$ cat config.mk
export PLATFORM = sky130hd
export DESIGN_NAME = dma_top
export DESIGN_NICKNAME = d
export VERILOG_FILES = /design/src/dma_pkg.sv /design/src/dma_regs.sv /design/src/dma_addr_gen.sv /design/src/dma_blit_merge.sv /design/src/dma_sequencer.sv /design/src/dma_top.sv
export SDC_FILE = /design/constraint.sdc
export NUM_CORES = 1
export LEC_CHECK = 0
export BUFFER_PORTS_ARGS = -buffer_cell sky130_fd_sc_hd__buf_2
export CAP_MARGIN = 20
export CORE_MARGIN = 10
export CORE_UTILIZATION = 50
export CTS_BUF_LIST = sky130_fd_sc_hd__clkbuf_8
export DETAILED_ROUTE_END_ITERATION = 10
export PLACE_DENSITY = 0.71
export SYNTH_ARGS = -nofsm -noshare
export SYNTH_HDL_FRONTEND = slang
export SYNTH_SLANG_ARGS = --single-unit
$ cat constraint.sdc
create_clock -name clk -period 2.85 [get_ports clk]
set_input_delay 0.1425 -clock clk [delete_from_list [all_inputs] [get_ports clk]]
set_output_delay 0.1425 -clock clk [all_outputs]
set_load 0.02 [all_outputs]
$ cat src/dma_pkg.sv
/*
 * DMA engine shared definitions
 * bus widths, register strobe indices, control byte layout, device codes
 */
package dma_pkg;

	localparam int DATA_W  = 16;	// DRAM word
	localparam int BYTE_W  = 8;	// Z80 data bus
	localparam int NUM_STB = 9;

	// register write strobes, one bit each in port_wr
	localparam int REG_SADDR_L = 0;
	localparam int REG_SADDR_H = 1;
	localparam int REG_SADDR_X = 2;
	localparam int REG_DADDR_L = 3;
	localparam int REG_DADDR_H = 4;
	localparam int REG_DADDR_X = 5;
	localparam int REG_LEN     = 6;
	localparam int REG_CTRL    = 7;	// also launches the transfer
	localparam int REG_NUM     = 8;

	// control byte bits, device code sits in [2:0]
	localparam int CTRL_WNR    = 7;	// 0 - into RAM, 1 - from RAM
	localparam int CTRL_Z80_LP = 6;
	localparam int CTRL_SALGN  = 5;
	localparam int CTRL_DALGN  = 4;
	localparam int CTRL_ASZ    = 3;	// 256 word rows / byte blit fields

	// device codes, meaning depends on WNR
	localparam logic [2:0] DEV_RAM = 3'd1;	// WNR clear, copy
	localparam logic [2:0] DEV_BLT = 3'd1;	// WNR set, transparent blit
	localparam logic [2:0] DEV_FIL = 3'd4;	// WNR clear
	localparam logic [2:0] DEV_CRM = 3'd4;	// WNR set
	localparam logic [2:0] DEV_SFL = 3'd5;	// WNR set

endpackage

$ cat src/dma_regs.sv
/*
 * DMA control registers
 * burst length and count, mode fields from the control byte, launch pulse
 */
`timescale 1ns/1ps

module dma_regs (
	input  logic                        clk,
	input  logic                        rst_n,
	input  logic                        stb_len,
	input  logic                        stb_num,
	input  logic                        stb_ctrl,
	input  logic [dma_pkg::BYTE_W-1:0] zdata,
	output logic [2:0]                  dev,
	output logic                        wnr,
	output logic                        salgn,
	output logic                        dalgn,
	output logic                        asz,
	output logic                        z80_lp,
	output logic [dma_pkg::BYTE_W-1:0] b_len,
	output logic [dma_pkg::BYTE_W-1:0] b_num,
	output logic                        launch
);

	// mode fields and launch
	always_ff @(posedge clk)
	begin
		if (!rst_n)
		begin
			dev    <= 3'd0;
			wnr    <= 1'b0;
			salgn  <= 1'b0;
			dalgn  <= 1'b0;
			asz    <= 1'b0;
			z80_lp <= 1'b0;
			launch <= 1'b0;
		end
		else
		begin
			launch <= stb_ctrl;	// lines up with the new fields
			if (stb_ctrl)
			begin
				wnr    <= zdata[dma_pkg::CTRL_WNR];
				z80_lp <= zdata[dma_pkg::CTRL_Z80_LP];
				salgn  <= zdata[dma_pkg::CTRL_SALGN];
				dalgn  <= zdata[dma_pkg::CTRL_DALGN];
				asz    <= zdata[dma_pkg::CTRL_ASZ];
				dev    <= zdata[2:0];
			end
		end
	end

	// burst geometry, both stored as count minus one
	always_ff @(posedge clk)
	begin
		if (stb_len)
			b_len <= zdata;
		if (stb_num)
			b_num <= zdata;
	end

endmodule

$ cat src/dma_addr_gen.sv
/*
 * DMA word address generator
 * CPU-loaded start address, linear or row-aligned burst stepping
 */
`timescale 1ns/1ps

module dma_addr_gen #(
	parameter int ADDR_W = 21
) (
	input  logic                        clk,
	input  logic                        ld_l,
	input  logic                        ld_h,
	input  logic                        ld_x,
	input  logic [dma_pkg::BYTE_W-1:0] zdata,
	input  logic                        align,
	input  logic                        asz,
	input  logic                        step,
	input  logic                        burst_end,
	output logic [ADDR_W-1:0]           addr
);

	localparam int XW = ADDR_W - 13;	// bits filled by the extended register

	logic [7:0]        row;		// low byte at burst start
	logic [7:0]        low_inc;
	logic [ADDR_W-1:0] lin_next;
	logic [ADDR_W-1:0] row_base;
	logic [ADDR_W-1:0] row_adv;
	logic [ADDR_W-1:0] algn_next;

	assign lin_next = addr + ADDR_W'(1);
	assign low_inc  = addr[7:0] + 8'd1;	// no carry out in aligned mode

	// start of the current row
	assign row_base  = {addr[ADDR_W-1:8], row};
	assign row_adv   = asz ? ADDR_W'(256) : ADDR_W'(128);
	assign algn_next = burst_end ? row_base + row_adv : {addr[ADDR_W-1:8], low_inc};

	always_ff @(posedge clk)
	begin
		if (step)
		begin
			addr <= align ? algn_next : lin_next;
			if (align && burst_end)
				row <= algn_next[7:0];	// start column of the next row
		end
		else
		begin
			if (ld_l)
			begin
				addr[6:0] <= zdata[7:1];
				row[6:0]  <= zdata[7:1];
			end
			if (ld_h)
			begin
				addr[12:7] <= zdata[5:0];
				row[7]     <= zdata[0];	// same bit as addr[7]
			end
			if (ld_x)
				addr[ADDR_W-1:13] <= XW'(zdata);
		end
	end

	// CPU must not rewrite an address while the engine steps it
	a_no_load_on_step: assert property (@(posedge clk) !((ld_l || ld_h || ld_x) && step))
		else $error("address load during step");

endmodule

$ cat src/dma_blit_merge.sv
/*
 * Blit merge, colour key 0
 * non-zero source nibbles or bytes replace the destination field
 */
`timescale 1ns/1ps

module dma_blit_merge (
	input  logic                        asz,
	input  logic [dma_pkg::DATA_W-1:0] src,
	input  logic [dma_pkg::DATA_W-1:0] dst,
	output logic [dma_pkg::DATA_W-1:0] merged
);

	localparam int NIBS  = dma_pkg::DATA_W / 4;
	localparam int BYTES = dma_pkg::DATA_W / 8;

	logic [dma_pkg::DATA_W-1:0] nib_m;
	logic [dma_pkg::DATA_W-1:0] byte_m;

	always_comb
	begin
		for (int i = 0; i < NIBS; i++)
			nib_m[i*4 +: 4] = |src[i*4 +: 4] ? src[i*4 +: 4] : dst[i*4 +: 4];
		for (int j = 0; j < BYTES; j++)
			byte_m[j*8 +: 8] = |src[j*8 +: 8] ? src[j*8 +: 8] : dst[j*8 +: 8];
	end

	assign merged = asz ? byte_m : nib_m;	// asz picks 8bpp pixels

endmodule

$ cat src/dma_sequencer.sv
/*
 * DMA transfer sequencer
 * read/write phases, burst and word counting, data capture, device strobes
 */
`timescale 1ns/1ps

module dma_sequencer #(
	parameter int ADDR_W = 21
) (
	input  logic                        clk,
	input  logic                        rst_n,
	input  logic                        launch,
	input  logic [2:0]                  dev,
	input  logic                        wnr,
	input  logic [dma_pkg::BYTE_W-1:0] b_len,
	input  logic [dma_pkg::BYTE_W-1:0] b_num,
	input  logic [dma_pkg::DATA_W-1:0] dram_rddata,
	input  logic                        dram_next,
	input  logic [dma_pkg::DATA_W-1:0] merged,
	input  logic [ADDR_W-1:0]           src_addr,
	input  logic [ADDR_W-1:0]           dst_addr,
	output logic [ADDR_W-1:0]           dram_addr,
	output logic                        dram_req,
	output logic                        dram_rnw,
	output logic                        cram_we,
	output logic                        sfile_we,
	output logic [dma_pkg::DATA_W-1:0] data,
	output logic                        src_step,
	output logic                        dst_step,
	output logic                        burst_end,
	output logic                        dma_act
);

	logic                       act_q;
	logic                       phase;		// 0 - read, 1 - write
	logic                       phase_blt;	// 0 - source read, 1 - destination read
	logic [dma_pkg::BYTE_W-1:0] w_cnt;		// words done in this burst
	logic [dma_pkg::BYTE_W-1:0] n_cnt;		// bursts done

	logic dv_cpy, dv_blt, dv_fil, dv_crm, dv_sfl, dv_dev, dv_ok;
	logic state_dev, state_mem;
	logic mem_done, dev_done, blt_hook, phase_end, word_done, xfer_done;

	// device decode
	assign dv_cpy = !wnr && (dev == dma_pkg::DEV_RAM);
	assign dv_blt = wnr && (dev == dma_pkg::DEV_BLT);
	assign dv_fil = !wnr && (dev == dma_pkg::DEV_FIL);
	assign dv_crm = wnr && (dev == dma_pkg::DEV_CRM);
	assign dv_sfl = wnr && (dev == dma_pkg::DEV_SFL);
	assign dv_dev = dv_crm || dv_sfl;
	assign dv_ok  = dv_cpy || dv_blt || dv_fil || dv_dev;	// other codes never start

	assign dma_act = act_q || (launch && dv_ok);

	// device modes write to the device, everything else is DRAM
	assign state_dev = dv_dev && phase;
	assign state_mem = !state_dev;

	assign dram_req = dma_act && state_mem;
	assign dram_rnw = !phase;
	assign dram_addr = (!phase && !phase_blt) ? src_addr : dst_addr;

	assign cram_we  = dma_act && dv_crm && phase;
	assign sfile_we = dma_act && dv_sfl && phase;

	assign mem_done = dram_req && dram_next;
	assign dev_done = dma_act && state_dev;	// strobe completes at once
	assign blt_hook = dv_blt && !phase && !phase_blt;	// source read, dst read follows
	assign phase_end = (mem_done && !blt_hook) || dev_done;
	assign word_done = phase && phase_end;

	assign burst_end = (w_cnt == b_len);
	assign xfer_done = word_done && burst_end && (n_cnt == b_num);

	assign src_step = mem_done && !phase && !phase_blt;
	assign dst_step = word_done;

	always_ff @(posedge clk)
	begin
		if (!rst_n || xfer_done)
		begin
			act_q     <= 1'b0;	// phases and counters idle at zero
			phase     <= 1'b0;
			phase_blt <= 1'b0;
			w_cnt     <= '0;
			n_cnt     <= '0;
		end
		else
		begin
			if (launch && dv_ok)
				act_q <= 1'b1;
			if (phase_end && !(dv_fil && phase))	// fill keeps writing
				phase <= ~phase;
			if (mem_done && !phase && dv_blt)
				phase_blt <= ~phase_blt;
			if (word_done)
			begin
				if (burst_end)
				begin
					w_cnt <= '0;
					n_cnt <= n_cnt + 1'b1;
				end
				else
					w_cnt <= w_cnt + 1'b1;
			end
		end
	end

	// read data, merged over the old destination on blit dst read
	always_ff @(posedge clk)
	begin
		if (mem_done && !phase)
			data <= (dv_blt && phase_blt) ? merged : dram_rddata;
	end

	// request holds until acknowledged, transfer cannot end under it
	a_req_hold: assert property (@(posedge clk) disable iff (!rst_n)
		dram_req && !dram_next |=> dram_req && dma_act)
		else $error("dram_req dropped before dram_next");

	// device strobes exclusive and single-cycle
	a_dev_stb: assert property (@(posedge clk) disable iff (!rst_n)
		(cram_we || sfile_we) |-> !(cram_we && sfile_we) ##1 !(cram_we || sfile_we))
		else $error("bad device strobe");

endmodule

$ cat src/dma_top.sv
/*
 * DMA engine top level
 * register file, source/destination address generators, blit merge, sequencer
 */
`timescale 1ns/1ps

module dma_top #(
	parameter int ADDR_W = 21
) (
	input  logic                         clk,
	input  logic                         rst_n,
	input  logic [dma_pkg::NUM_STB-1:0] port_wr,
	input  logic [dma_pkg::BYTE_W-1:0]  zdata,
	input  logic [dma_pkg::DATA_W-1:0]  dram_rddata,
	input  logic                         dram_next,
	output logic [ADDR_W-1:0]            dram_addr,
	output logic [dma_pkg::DATA_W-1:0]  dram_wrdata,
	output logic                         dram_req,
	output logic                         dram_rnw,
	output logic                         cram_we,
	output logic                         sfile_we,
	output logic [7:0]                   wraddr,
	output logic [dma_pkg::DATA_W-1:0]  data,
	output logic                         dma_act,
	output logic                         dma_z80_lp
);

	logic [2:0]                  dev;
	logic                        wnr, salgn, dalgn, asz, launch;
	logic [dma_pkg::BYTE_W-1:0] b_len, b_num;
	logic [ADDR_W-1:0]           src_addr, dst_addr;
	logic                        src_step, dst_step, burst_end;
	logic [dma_pkg::DATA_W-1:0] merged;

	assign dram_wrdata = data;
	assign wraddr      = dst_addr[7:0];	// CRAM / SFILE index

	dma_regs regs_i (
		.clk      (clk),
		.rst_n    (rst_n),
		.stb_len  (port_wr[dma_pkg::REG_LEN]),
		.stb_num  (port_wr[dma_pkg::REG_NUM]),
		.stb_ctrl (port_wr[dma_pkg::REG_CTRL]),
		.zdata    (zdata),
		.dev      (dev),
		.wnr      (wnr),
		.salgn    (salgn),
		.dalgn    (dalgn),
		.asz      (asz),
		.z80_lp   (dma_z80_lp),
		.b_len    (b_len),
		.b_num    (b_num),
		.launch   (launch)
	);

	dma_addr_gen #(.ADDR_W(ADDR_W)) src_gen_i (
		.clk       (clk),
		.ld_l      (port_wr[dma_pkg::REG_SADDR_L]),
		.ld_h      (port_wr[dma_pkg::REG_SADDR_H]),
		.ld_x      (port_wr[dma_pkg::REG_SADDR_X]),
		.zdata     (zdata),
		.align     (salgn),
		.asz       (asz),
		.step      (src_step),
		.burst_end (burst_end),
		.addr      (src_addr)
	);

	dma_addr_gen #(.ADDR_W(ADDR_W)) dst_gen_i (
		.clk       (clk),
		.ld_l      (port_wr[dma_pkg::REG_DADDR_L]),
		.ld_h      (port_wr[dma_pkg::REG_DADDR_H]),
		.ld_x      (port_wr[dma_pkg::REG_DADDR_X]),
		.zdata     (zdata),
		.align     (dalgn),
		.asz       (asz),
		.step      (dst_step),
		.burst_end (burst_end),
		.addr      (dst_addr)
	);

	dma_blit_merge merge_i (
		.asz    (asz),
		.src    (data),		// source word held from the previous read
		.dst    (dram_rddata),
		.merged (merged)
	);

	dma_sequencer #(.ADDR_W(ADDR_W)) seq_i (
		.clk         (clk),
		.rst_n       (rst_n),
		.launch      (launch),
		.dev         (dev),
		.wnr         (wnr),
		.b_len       (b_len),
		.b_num       (b_num),
		.dram_rddata (dram_rddata),
		.dram_next   (dram_next),
		.merged      (merged),
		.src_addr    (src_addr),
		.dst_addr    (dst_addr),
		.dram_addr   (dram_addr),
		.dram_req    (dram_req),
		.dram_rnw    (dram_rnw),
		.cram_we     (cram_we),
		.sfile_we    (sfile_we),
		.data        (data),
		.src_step    (src_step),
		.dst_step    (dst_step),
		.burst_end   (burst_end),
		.dma_act     (dma_act)
	);

endmodule

==> tab_implementation.tex, run 1 <==
\begin{tabular}{lr}
\hline
Metric & Value \\
\hline
\multicolumn{2}{l}{\textbf{Status}} \\
\quad Result of the run & finished, final reports clean \\
\multicolumn{2}{l}{\textbf{Global routing}} \\
\quad Wire length of the first global-routing pass & 33.34 mm \\
\quad Combined global-route utilization of all metal layers & a little over a fifth \\
\quad Largest net degree at the start of global routing & 31 \\
\quad Antenna violations before repair & 0 \\
\quad Number of global-route vias before repair & 6230 \\
\quad Global route total overflow & 0 \\
\multicolumn{2}{l}{\textbf{Worst hold path}} \\
\quad Hold WC Path Type & in -> reg \\
\quad End of the worst hold path & regs\_i.b\_len[7] \\
\quad Hold Path Depth & 1 \\
\quad Hold Startpoint & port\_wr[6] \\
\multicolumn{2}{l}{\textbf{Worst setup path}} \\
\quad Minimum setup slack among reg-to-reg paths & approximately 0.22 ns \\
\quad Max stage delay cell, worst path & sky130\_fd\_sc\_hd\_\_o21ai\_0 \\
\quad Endpoint arrival time on the critical path & 2.70 ns \\
\quad CP Max Fanout & 11 \\
\quad Critical Path Stages & 5 \\
\quad Depth of the most critical reg-to-reg path & 5 \\
\quad List of cells traversed by the critical path & or2\_4 -> a41oi\_4 -> inv\_6 -> nand3\_1 -> o21ai\_0 \\
\quad Required time worst endpoint & approximately 2.9 ns \\
\quad Destination of the worst register-to-register timing path & src\_gen\_i.row[6] \\
\quad Startpoint type of the worst setup path & flop \\
\quad Buf/Inv on CP & 1 \\
\quad Critical path type & reg -> reg \\
\quad Origin of the critical flop-to-flop path & regs\_i.dev[0] \\
\quad Crit-path max cell delay & just over 0.9 ns \\
\quad Kind of cell adding the most delay to the critical path & compound AO/OA/AOI/OAI gates \\
\quad Capturing element type of the critical path & flop \\
\multicolumn{2}{l}{\textbf{Floorplanning}} \\
\quad Die area & 0.01947 mm\^{}2 \\
\quad Starting Density & about half \\
\quad Count of boundary I/O pins & between 100 and 150 \\
\quad \# rows & 43 \\
\quad Horizontal extent of the die & $\sim$140 um \\
\quad Die height & approximately 140 um \\
\quad Core Footprint & about 0.014 mm\^{}2 \\
\multicolumn{2}{l}{\textbf{Logic synthesis}} \\
\quad Most used standard cell by instance count after synthesis & sky130\_fd\_sc\_hd\_\_edfxtp\_1 \\
\quad Dominant synthesized flop cell & sky130\_fd\_sc\_hd\_\_edfxtp\_1 \\
\quad Number of register bits inferred by synthesis & around 120 \\
\quad Net count after synthesis & between 700 and 800 \\
\quad Distinct cell type count after synthesis & 63 \\
\quad Share of Yosys cell area claimed by the top area cell type & a little under two fifths \\
\quad Async SR Flop Fraction & 0\% \\
\quad Post-synthesis cell count & 708 \\
\quad Post-synthesis instance area & 0.007144 mm\^{}2 \\
\quad Leading cell types by total area after synthesis & sky130\_fd\_sc\_hd\_\_edfxtp\_1 (38\%), sky130\_fd\_sc\_hd\_\_dfxtp\_1 (7.8\%), sky130\_fd\_sc\_hd\_\_xnor2\_1 (5.3\%) \\
\quad Number of warnings printed during yosys synthesis & 0 \\
\quad Portion of the post-synthesis area used by sequential elements & 45.67\% \\
\quad Most common library cells after synthesis & sky130\_fd\_sc\_hd\_\_edfxtp\_1 (90), sky130\_fd\_sc\_hd\_\_nand2\_1 (56), sky130\_fd\_sc\_hd\_\_o21ai\_0 (46), sky130\_fd\_sc\_hd\_\_nor2\_1 (44), sky130\_fd\_sc\_hd\_\_xnor2\_1 (43) \\
\quad Avg Cell Area, Syn & $\sim$10 um\^{}2 \\
\quad Area leader, netlist & sky130\_fd\_sc\_hd\_\_edfxtp\_1 \\
\quad Number of synthesized flops with an enable pin & 90 \\
\multicolumn{2}{l}{\textbf{Pwr}} \\
\quad Ratio of total power to cell area & between 500 and 600 mW/mm\^{}2 \\
\quad Static Leakage & approximately 3.2 nW \\
\quad IR drop worst, VDD & about 0.00040 V \\
\multicolumn{2}{l}{\textbf{Timing}} \\
\quad Peak Freq & 0.3806 GHz \\
\quad Final TNS setup & 0 ns \\
\quad Worst clock skew on the final layout & 0.01133 ns \\
\quad Number of max-slew violations in the final report & 0 \\
\quad Worst slew slack as a fraction of its limit & about a third \\
\quad Hold violation count in the final report & 0 \\
\quad RSZ-0062 raised after global routing & no \\
\quad Fin crit share & 92.20\% \\
\quad Final Setup Violations & 0 \\
\quad Hold slack & 0.02107 ns \\
\quad Time the final worst path needs with I/O delays and setup & 2.628 ns \\
\quad Slew of the pin with the lowest slew margin & 0.9847 ns \\
\multicolumn{2}{l}{\textbf{CTS}} \\
\quad Clock Sinks & approximately 120 \\
\quad Source-to-sink clock delay at the later pin of the worst-skew pair & between 0.4 and 0.5 ns \\
\quad TritonCTS clock tree & done \\
\quad Buffer depth of the longest clock path & 2 \\
\quad Clock H-tree levels & 4 \\
\quad CTS clock-pin slew for the worst setup and hold paths & about 0.070 ns \\
\quad Root buf cell & sky130\_fd\_sc\_hd\_\_clkbuf\_8 \\
\quad Number of gates resized after CTS & 0 \\
\quad Number of buffers created by CTS & 17 \\
\multicolumn{2}{l}{\textbf{Layout}} \\
\quad Synthesis-to-layout area growth & 16.51\% \\
\quad Number of nets in the final layout & between 800 and 900 \\
\quad Count of inserted antenna diode cells & 0 \\
\quad Layout cell share with drive strength beyond 1 & 23.97\% \\
\multicolumn{2}{l}{\textbf{Drt}} \\
\quad DRC marker count from the first detailed-route iteration & around 530 \\
\quad Avg WL per Cell & between 20 and 25 um \\
\quad Remaining antenna violation count after routing & 0 \\
\quad DRC violations left & 0 \\
\quad DRT met1 WL & a little under 9 mm \\
\quad Vias & 6220 \\
\quad Average via count per standard cell & between 6 and 7 \\
\quad Top Metal Used & met4 \\
\quad Initial DRT Pass Iterations & 5 \\
\quad Routed length on met2 & just under 10 mm \\
\quad Routed met3 length & roughly 1.9 mm \\
\quad Post-detailed-routing wire length & roughly 21 mm \\
\multicolumn{2}{l}{\textbf{Place}} \\
\quad Global placement routability congestion & just over 0.9 \\
\quad Half-perimeter wire length of the detailed placement result & 15.47 mm \\
\quad Number of port buffers & around 100 \\
\multicolumn{2}{l}{\textbf{Job}} \\
\quad Max\_cap viols & 0 \\
\hline
\end{tabular}
-- logic make-up after synthesis --
kind of cell               after synthesis  share of synthesized area (%)
and+or+nand+nor                        233                          17.15
AOI/OAI and AO/OA                      156                          13.73
DFF                                    118                          45.67
buffers and inverters                   75                          5.832
muxes                                   59                          8.669
xor gates and xnor gates                57                          6.988
adders and majority gates               10                          1.962
-- through the flow --
step           total power [mW]  cell area, um^2  utilization, %  cells  setup slack [ns]
2_1_floorplan             2.516             7144               -    708            0.4259
3_3_place_gp              2.723             7696           55.23    952            0.3608
3_5_place_dp              2.746             7701           55.27    953            0.2265
4_1_cts                   4.364             8324           59.74   1006            0.2196
5_1_grt                   4.521             8324           59.74   1006          0.001135
6_report                  4.349             8324           59.74   1006            0.2224
-- routing by layer --
layer	GRT usage, %	vias to the layer above
met1	26.93	3024
met3	5.648	49
met5	0	-
met4	8.750	0
met2	33.54	312
li1	-	2835
-- area by class of cell --
cell class / count / area [um^2]
Clock buffer: 17 / 234.0
Tap cell: 180 / 225.2
Multi-Input combinational cell: 515 / 3467
Fill cell: 1197 / 5610
Inverter: 14 / 57.56
Sequential cell: 118 / 3263
Clock inverter: 15 / 178.9
Timing Repair Buffer: 147 / 898.4
-- power by group --
part / switching [mW] / internal [mW]
sequential: 0.114 / 1.97
combinational: 0.401 / 0.262
clock: 0.739 / 0.867
-- cell usage in the layout (no fill, tap or decap), drive strengths merged, types with 4 or more instances in the layout --
master       count
ha               8
nand4           24
mux2i           36
clkinv           6
nand3           26
or3              6
inv             17
dfxtp           28
a31oi           23
nand2b           9
and2             4
a21oi           43
dlygate4sd3     21
nor2b            9
and3             8
mux2            23
edfxtp          90
xnor2           43
o21a             5
or2              4
nor2            44
nor3            12
and4             8
o31ai            7
clkbuf          17
o41ai            8
nor4            12
nand2           57
o21ai           47
buf            126
xor2            14
-- how the worst max path moves through the flow --
| stage | slack, ns | from | end |
|---|---|---|---|
| 2_1_floorplan | 0.43 | regs_i.dev[0] | src_gen_i.addr[13] |
| 3_3_place_gp | 0.36 | regs_i.dev[0] | src_gen_i.row[5] |
| 3_5_place_dp | 0.23 | regs_i.dev[0] | src_gen_i.row[6] |
| 4_1_cts | 0.22 | regs_i.dev[0] | src_gen_i.row[6] |
| 5_1_grt | 0.001 | regs_i.dev[0] | src_gen_i.row[6] |
| 6_report | 0.22 | regs_i.dev[0] | src_gen_i.row[6] |
-- registers in the layout, indices dropped and copies added, names as in the netlist --
signal / count
seq_i.phase_blt: 1
regs_i.asz: 1
dst_gen_i.row: 8
regs_i.dalgn: 1
seq_i.data: 16
regs_i.b_num: 8
seq_i.act_q: 1
regs_i.b_len: 8
regs_i.z80_lp: 1
seq_i.n_cnt: 8
src_gen_i.addr: 21
seq_i.w_cnt: 8
seq_i.phase: 1
regs_i.salgn: 1
regs_i.dev: 3
regs_i.launch: 1
src_gen_i.row: 8
regs_i.wnr: 1
dst_gen_i.addr: 21
-- what timing repair did --
action,CTS,global route
hold buffers,21,0
hold endpoints to repair,24,0
setup buffers,0,0
Power figures use the tool's default switching activity.
==> inputs of run 2 (changes only) <==
SYNTH_HIERARCHICAL = 1   (was unset)
==> run 2 against run 1 <==
  * Design area up 7.3%
  * Largest power group unchanged
  * Power rose by 1.1%
  * Non-clock buffer count grew 3
  * Critical endpoint is now src_gen_i/addr[12]
  * Cell count up 8.2%
  * Largest cell class unchanged
  * Synthesized cell count rose by 8.9%
  * Sequential share of layout area fell by 2.7 points
  * Worst hold slack gained 0.012 ns
==> tab_implementation.tex, run 2 <==
\begin{tabular}{lr}
\hline
Metric & Value \\
\hline
\multicolumn{2}{l}{\textbf{Timing}} \\
\quad Final Setup Violations & 0 (unchanged) \\
\quad Fin crit share & 93.19\% (+0.99 points) \\
\quad Number of max-slew violations in the final report & 0 (unchanged) \\
\quad Worst clock skew on the final layout & 0.008877 ns (-0.002458 ns) \\
\quad Time the final worst path needs with I/O delays and setup & 2.656 ns (+0.02826 ns) \\
\quad Peak Freq & 0.3765 GHz (-1.1\%) \\
\quad Hold violation count in the final report & 0 (unchanged) \\
\quad RSZ-0062 raised after global routing & no \\
\quad Slew of the pin with the lowest slew margin & 0.6936 ns (-0.2911 ns) \\
\quad Worst slew slack as a fraction of its limit & 53.70\% (+20 points) \\
\quad Final TNS setup & 0 ns (unchanged) \\
\multicolumn{2}{l}{\textbf{Logic synthesis}} \\
\quad Number of synthesized flops with an enable pin & 90 (unchanged) \\
\quad Most used standard cell by instance count after synthesis & sky130\_fd\_sc\_hd\_\_edfxtp\_1 \\
\quad Net count after synthesis & 817 (+8.4\%) \\
\quad Number of register bits inferred by synthesis & 118 (unchanged) \\
\quad Most common library cells after synthesis & sky130\_fd\_sc\_hd\_\_edfxtp\_1 (90), sky130\_fd\_sc\_hd\_\_nand2\_1 (63), sky130\_fd\_sc\_hd\_\_nor2\_1 (47), sky130\_fd\_sc\_hd\_\_o21ai\_0 (43), sky130\_fd\_sc\_hd\_\_a21oi\_1 (36) \\
\quad Leading cell types by total area after synthesis & sky130\_fd\_sc\_hd\_\_edfxtp\_1 (35\%), sky130\_fd\_sc\_hd\_\_dfxtp\_1 (7.3\%), sky130\_fd\_sc\_hd\_\_mux2\_2 (4.1\%) \\
\quad Distinct cell type count after synthesis & 82 (+30\%) \\
\quad Async SR Flop Fraction & 0\% (unchanged) \\
\quad Post-synthesis instance area & 0.007635 mm\^{}2 (+6.9\%) \\
\quad Dominant synthesized flop cell & sky130\_fd\_sc\_hd\_\_edfxtp\_1 \\
\quad Share of Yosys cell area claimed by the top area cell type & 35.40\% (-2.4 points) \\
\quad Number of warnings printed during yosys synthesis & 6 (+6) \\
\quad Post-synthesis cell count & 771 (+8.9\%) \\
\quad Portion of the post-synthesis area used by sequential elements & 42.74\% (-2.9 points) \\
\quad Avg Cell Area, Syn & 9.902 um\^{}2 (-1.9\%) \\
\quad Area leader, netlist & sky130\_fd\_sc\_hd\_\_edfxtp\_1 \\
\multicolumn{2}{l}{\textbf{CTS}} \\
\quad Buffer depth of the longest clock path & 2 (unchanged) \\
\quad TritonCTS clock tree & done \\
\quad Source-to-sink clock delay at the later pin of the worst-skew pair & 0.44 ns (-0.02 ns) \\
\quad Clock Sinks & 118 (unchanged) \\
\quad Post-CTS Setup Bufs & 0 (unchanged) \\
\quad CTS clock-pin slew for the worst setup and hold paths & 0.08 ns (about the same) \\
\quad Clock H-tree levels & 4 (unchanged) \\
\quad Root buf cell & sky130\_fd\_sc\_hd\_\_clkbuf\_8 \\
\quad Number of buffers created by CTS & 17 (unchanged) \\
\multicolumn{2}{l}{\textbf{Global routing}} \\
\quad Combined global-route utilization of all metal layers & 21.01\% (-0.23 points) \\
\quad Number of global-route vias before repair & 6465 (+3.8\%) \\
\quad Largest net degree at the start of global routing & 23 (-26\%) \\
\quad Wire length of the first global-routing pass & 34.37 mm (+3.1\%) \\
\quad Antenna violations before repair & 0 (unchanged) \\
\quad Global route total overflow & 0 (unchanged) \\
\multicolumn{2}{l}{\textbf{Place}} \\
\quad Number of port buffers & 102 (unchanged) \\
\quad Half-perimeter wire length of the detailed placement result & 15.23 mm (-1.6\%) \\
\quad Global placement routability congestion & 0.9073 (-0.17\%) \\
\multicolumn{2}{l}{\textbf{Worst setup path}} \\
\quad Endpoint arrival time on the critical path & 2.93 ns (+0.23 ns) \\
\quad Startpoint type of the worst setup path & flop \\
\quad Required time worst endpoint & 3.13 ns (+0.21 ns) \\
\quad Capturing element type of the critical path & flop \\
\quad CP Max Fanout & 14 (+3) \\
\quad Critical path type & reg -> reg \\
\multicolumn{2}{l}{\textbf{Drt}} \\
\quad Post-detailed-routing wire length & 21.58 mm (+1.3\%) \\
\quad Initial DRT Pass Iterations & 6 (+1) \\
\quad Average via count per standard cell & 6.173 (-0.16\%) \\
\quad Vias & 6716 (+8.0\%) \\
\quad Avg WL per Cell & 19.83 um (-6.3\%) \\
\quad Remaining antenna violation count after routing & 0 (unchanged) \\
\quad DRC violations left & 0 (unchanged) \\
\quad DRC marker count from the first detailed-route iteration & 616 (+16\%) \\
\multicolumn{2}{l}{\textbf{Pwr}} \\
\quad Static Leakage & 3.432 nW (+7.1\%) \\
\quad IR drop worst, VDD & 0.0003107 V (-22\%) \\
\quad Total power draw & 4.397 mW (+1.1\%) \\
\quad Ratio of total power to cell area & 492.4 mW/mm\^{}2 (-5.8\%) \\
\multicolumn{2}{l}{\textbf{Layout}} \\
\quad Biggest registers after layout & dst\_gen\_i/addr: 21 flops, src\_gen\_i/addr: 21 flops, seq\_i/data: 16 flops \\
\quad Commonest non-fill, non-tap cells in the layout & sky130\_fd\_sc\_hd\_\_buf\_2 (102), sky130\_fd\_sc\_hd\_\_edfxtp\_1 (90), sky130\_fd\_sc\_hd\_\_nand2\_1 (62), sky130\_fd\_sc\_hd\_\_nor2\_1 (46), sky130\_fd\_sc\_hd\_\_o21ai\_0 (43) \\
\quad Synthesis-to-layout area growth & 16.96\% \\
\quad Filler Cell Count & 1328 (+11\%) \\
\quad Count of inserted antenna diode cells & 0 (unchanged) \\
\quad Commonest non-fill, non-tap cell in the layout & sky130\_fd\_sc\_hd\_\_buf\_2 \\
\quad Number of nets in the final layout & 933 (+8.6\%) \\
\quad Layout cell share with drive strength beyond 1 & 24.67\% (+0.70 points) \\
\multicolumn{2}{l}{\textbf{Floorplanning}} \\
\quad Die area & 0.02061 mm\^{}2 (+5.9\%) \\
\quad Horizontal extent of the die & 143.6 um (+2.9\%) \\
\quad Die height & 143.6 um (+2.9\%) \\
\quad Core Footprint & 0.01509 mm\^{}2 (+8.3\%) \\
\quad Starting Density & 50.60\% (-0.67 points) \\
\quad \# rows & 45 (+4.7\%) \\
\quad Count of boundary I/O pins & 103 (unchanged) \\
\multicolumn{2}{l}{\textbf{Status}} \\
\quad Result of the run & finished, final reports clean \\
\multicolumn{2}{l}{\textbf{Job}} \\
\quad Max\_cap viols & 0 (unchanged) \\
\multicolumn{2}{l}{\textbf{Worst hold path}} \\
\quad Hold WC Path Type & in -> reg \\
\hline
\end{tabular}
## run 2: cell types whose count changed in the layout (fill, tap and decap cells not counted), moves of 11 or more
| cell | change |
|---|---|
| sky130_fd_sc_hd__nor3_1 | +14 |
| sky130_fd_sc_hd__xnor2_1 | -17 |
| sky130_fd_sc_hd__inv_1 | +22 |
| sky130_fd_sc_hd__mux2_1 | +11 |
| sky130_fd_sc_hd__a41o_1 | +16 |
| sky130_fd_sc_hd__mux2i_1 | -23 |
| sky130_fd_sc_hd__a31oi_1 | -14 |
## run 2: logic make-up after synthesis
logic type | share of synthesized area (%)
AND/OR/NAND/NOR | 20.26
AO/OA/AOI/OAI | 17.32
flip-flops | 42.74
buffers and inverters | 5.572
multiplexers | 7.456
XOR/XNOR | 4.818
adder cells (fa/ha/maj) | 1.836
## run 2: worst max-delay path, cell delays in order, from the launching register on
cell and delay, ns:
sky130_fd_sc_hd__edfxtp_1 0.39, sky130_fd_sc_hd__xor2_1 0.18, sky130_fd_sc_hd__nor4_4 0.36, sky130_fd_sc_hd__nand2_2 0.09, sky130_fd_sc_hd__inv_1 0.45, sky130_fd_sc_hd__and2_1 0.45, sky130_fd_sc_hd__and3_1 0.26, sky130_fd_sc_hd__o2111ai_1 0.10
sky130_fd_sc_hd__o21ai_0 0.21
## run 2: stage by stage
step	hold slack, ns	std cells	instance area, um^2	util [%]	setup WS (ns)
floorplan	0.2414	771	7639	-	0.03349
global placement	0.4198	1035	8304	55.03	0.2816
finish	0.03271	1088	8930	59.18	0.1941
CTS	0.0008845	1087	8917	59.10	0.1689
detailed placement	0.4367	1035	8304	55.03	0.2280
global route	0.009710	1088	8930	59.18	0.03713
## run 2: path summary, 6_finish.rpt
path                    from                  to  slack (ns)  cells after the start
max          regs_i/b_len[6]  src_gen_i/addr[12]        0.19                      8
min               port_wr[4]   dst_gen_i/addr[7]        0.03                      3
max reg2reg  regs_i/b_len[6]  src_gen_i/addr[12]        0.19                      8
min reg2reg   seq_i/w_cnt[7]      seq_i/w_cnt[7]        0.50                      2
## run 2: routing by layer
metal	share of wire (%)	global-route usage (%)	up-vias
met5	0	0	-
met4	1.8	6.717	0
met3	7.5	5.479	37
met2	48	34.09	319
met1	43	26.72	3209
li1	-	-	3151
## run 2: where the power goes
group          internal, mW  leakage [nW]  total (mW)  switching (mW)
Sequential             1.97          1.10        2.11           0.138
Clock                 0.868         0.200        1.62           0.750
Combinational         0.275          2.13       0.669           0.394
## run 2: repair_timing
item | 4_1_cts | 5_1_grt
hold buffers | 20 | 1
endpoints found under the hold margin | 24 | 1
endpoints found under the setup margin | 0 | 1
gates resized for setup | 0 | 1
## run 2: final cells by class
class                   instances  area [um^2]  area share [%]
clock buffers                  17        234.0           2.620
well taps                     188        235.2           2.634
inverters                      36        135.1           1.513
repair buffers                150        923.4           10.34
clock inverters                15        178.9           2.004
flip-flops and latches        118         3263           36.54
multi-input cells             564         3960           44.35
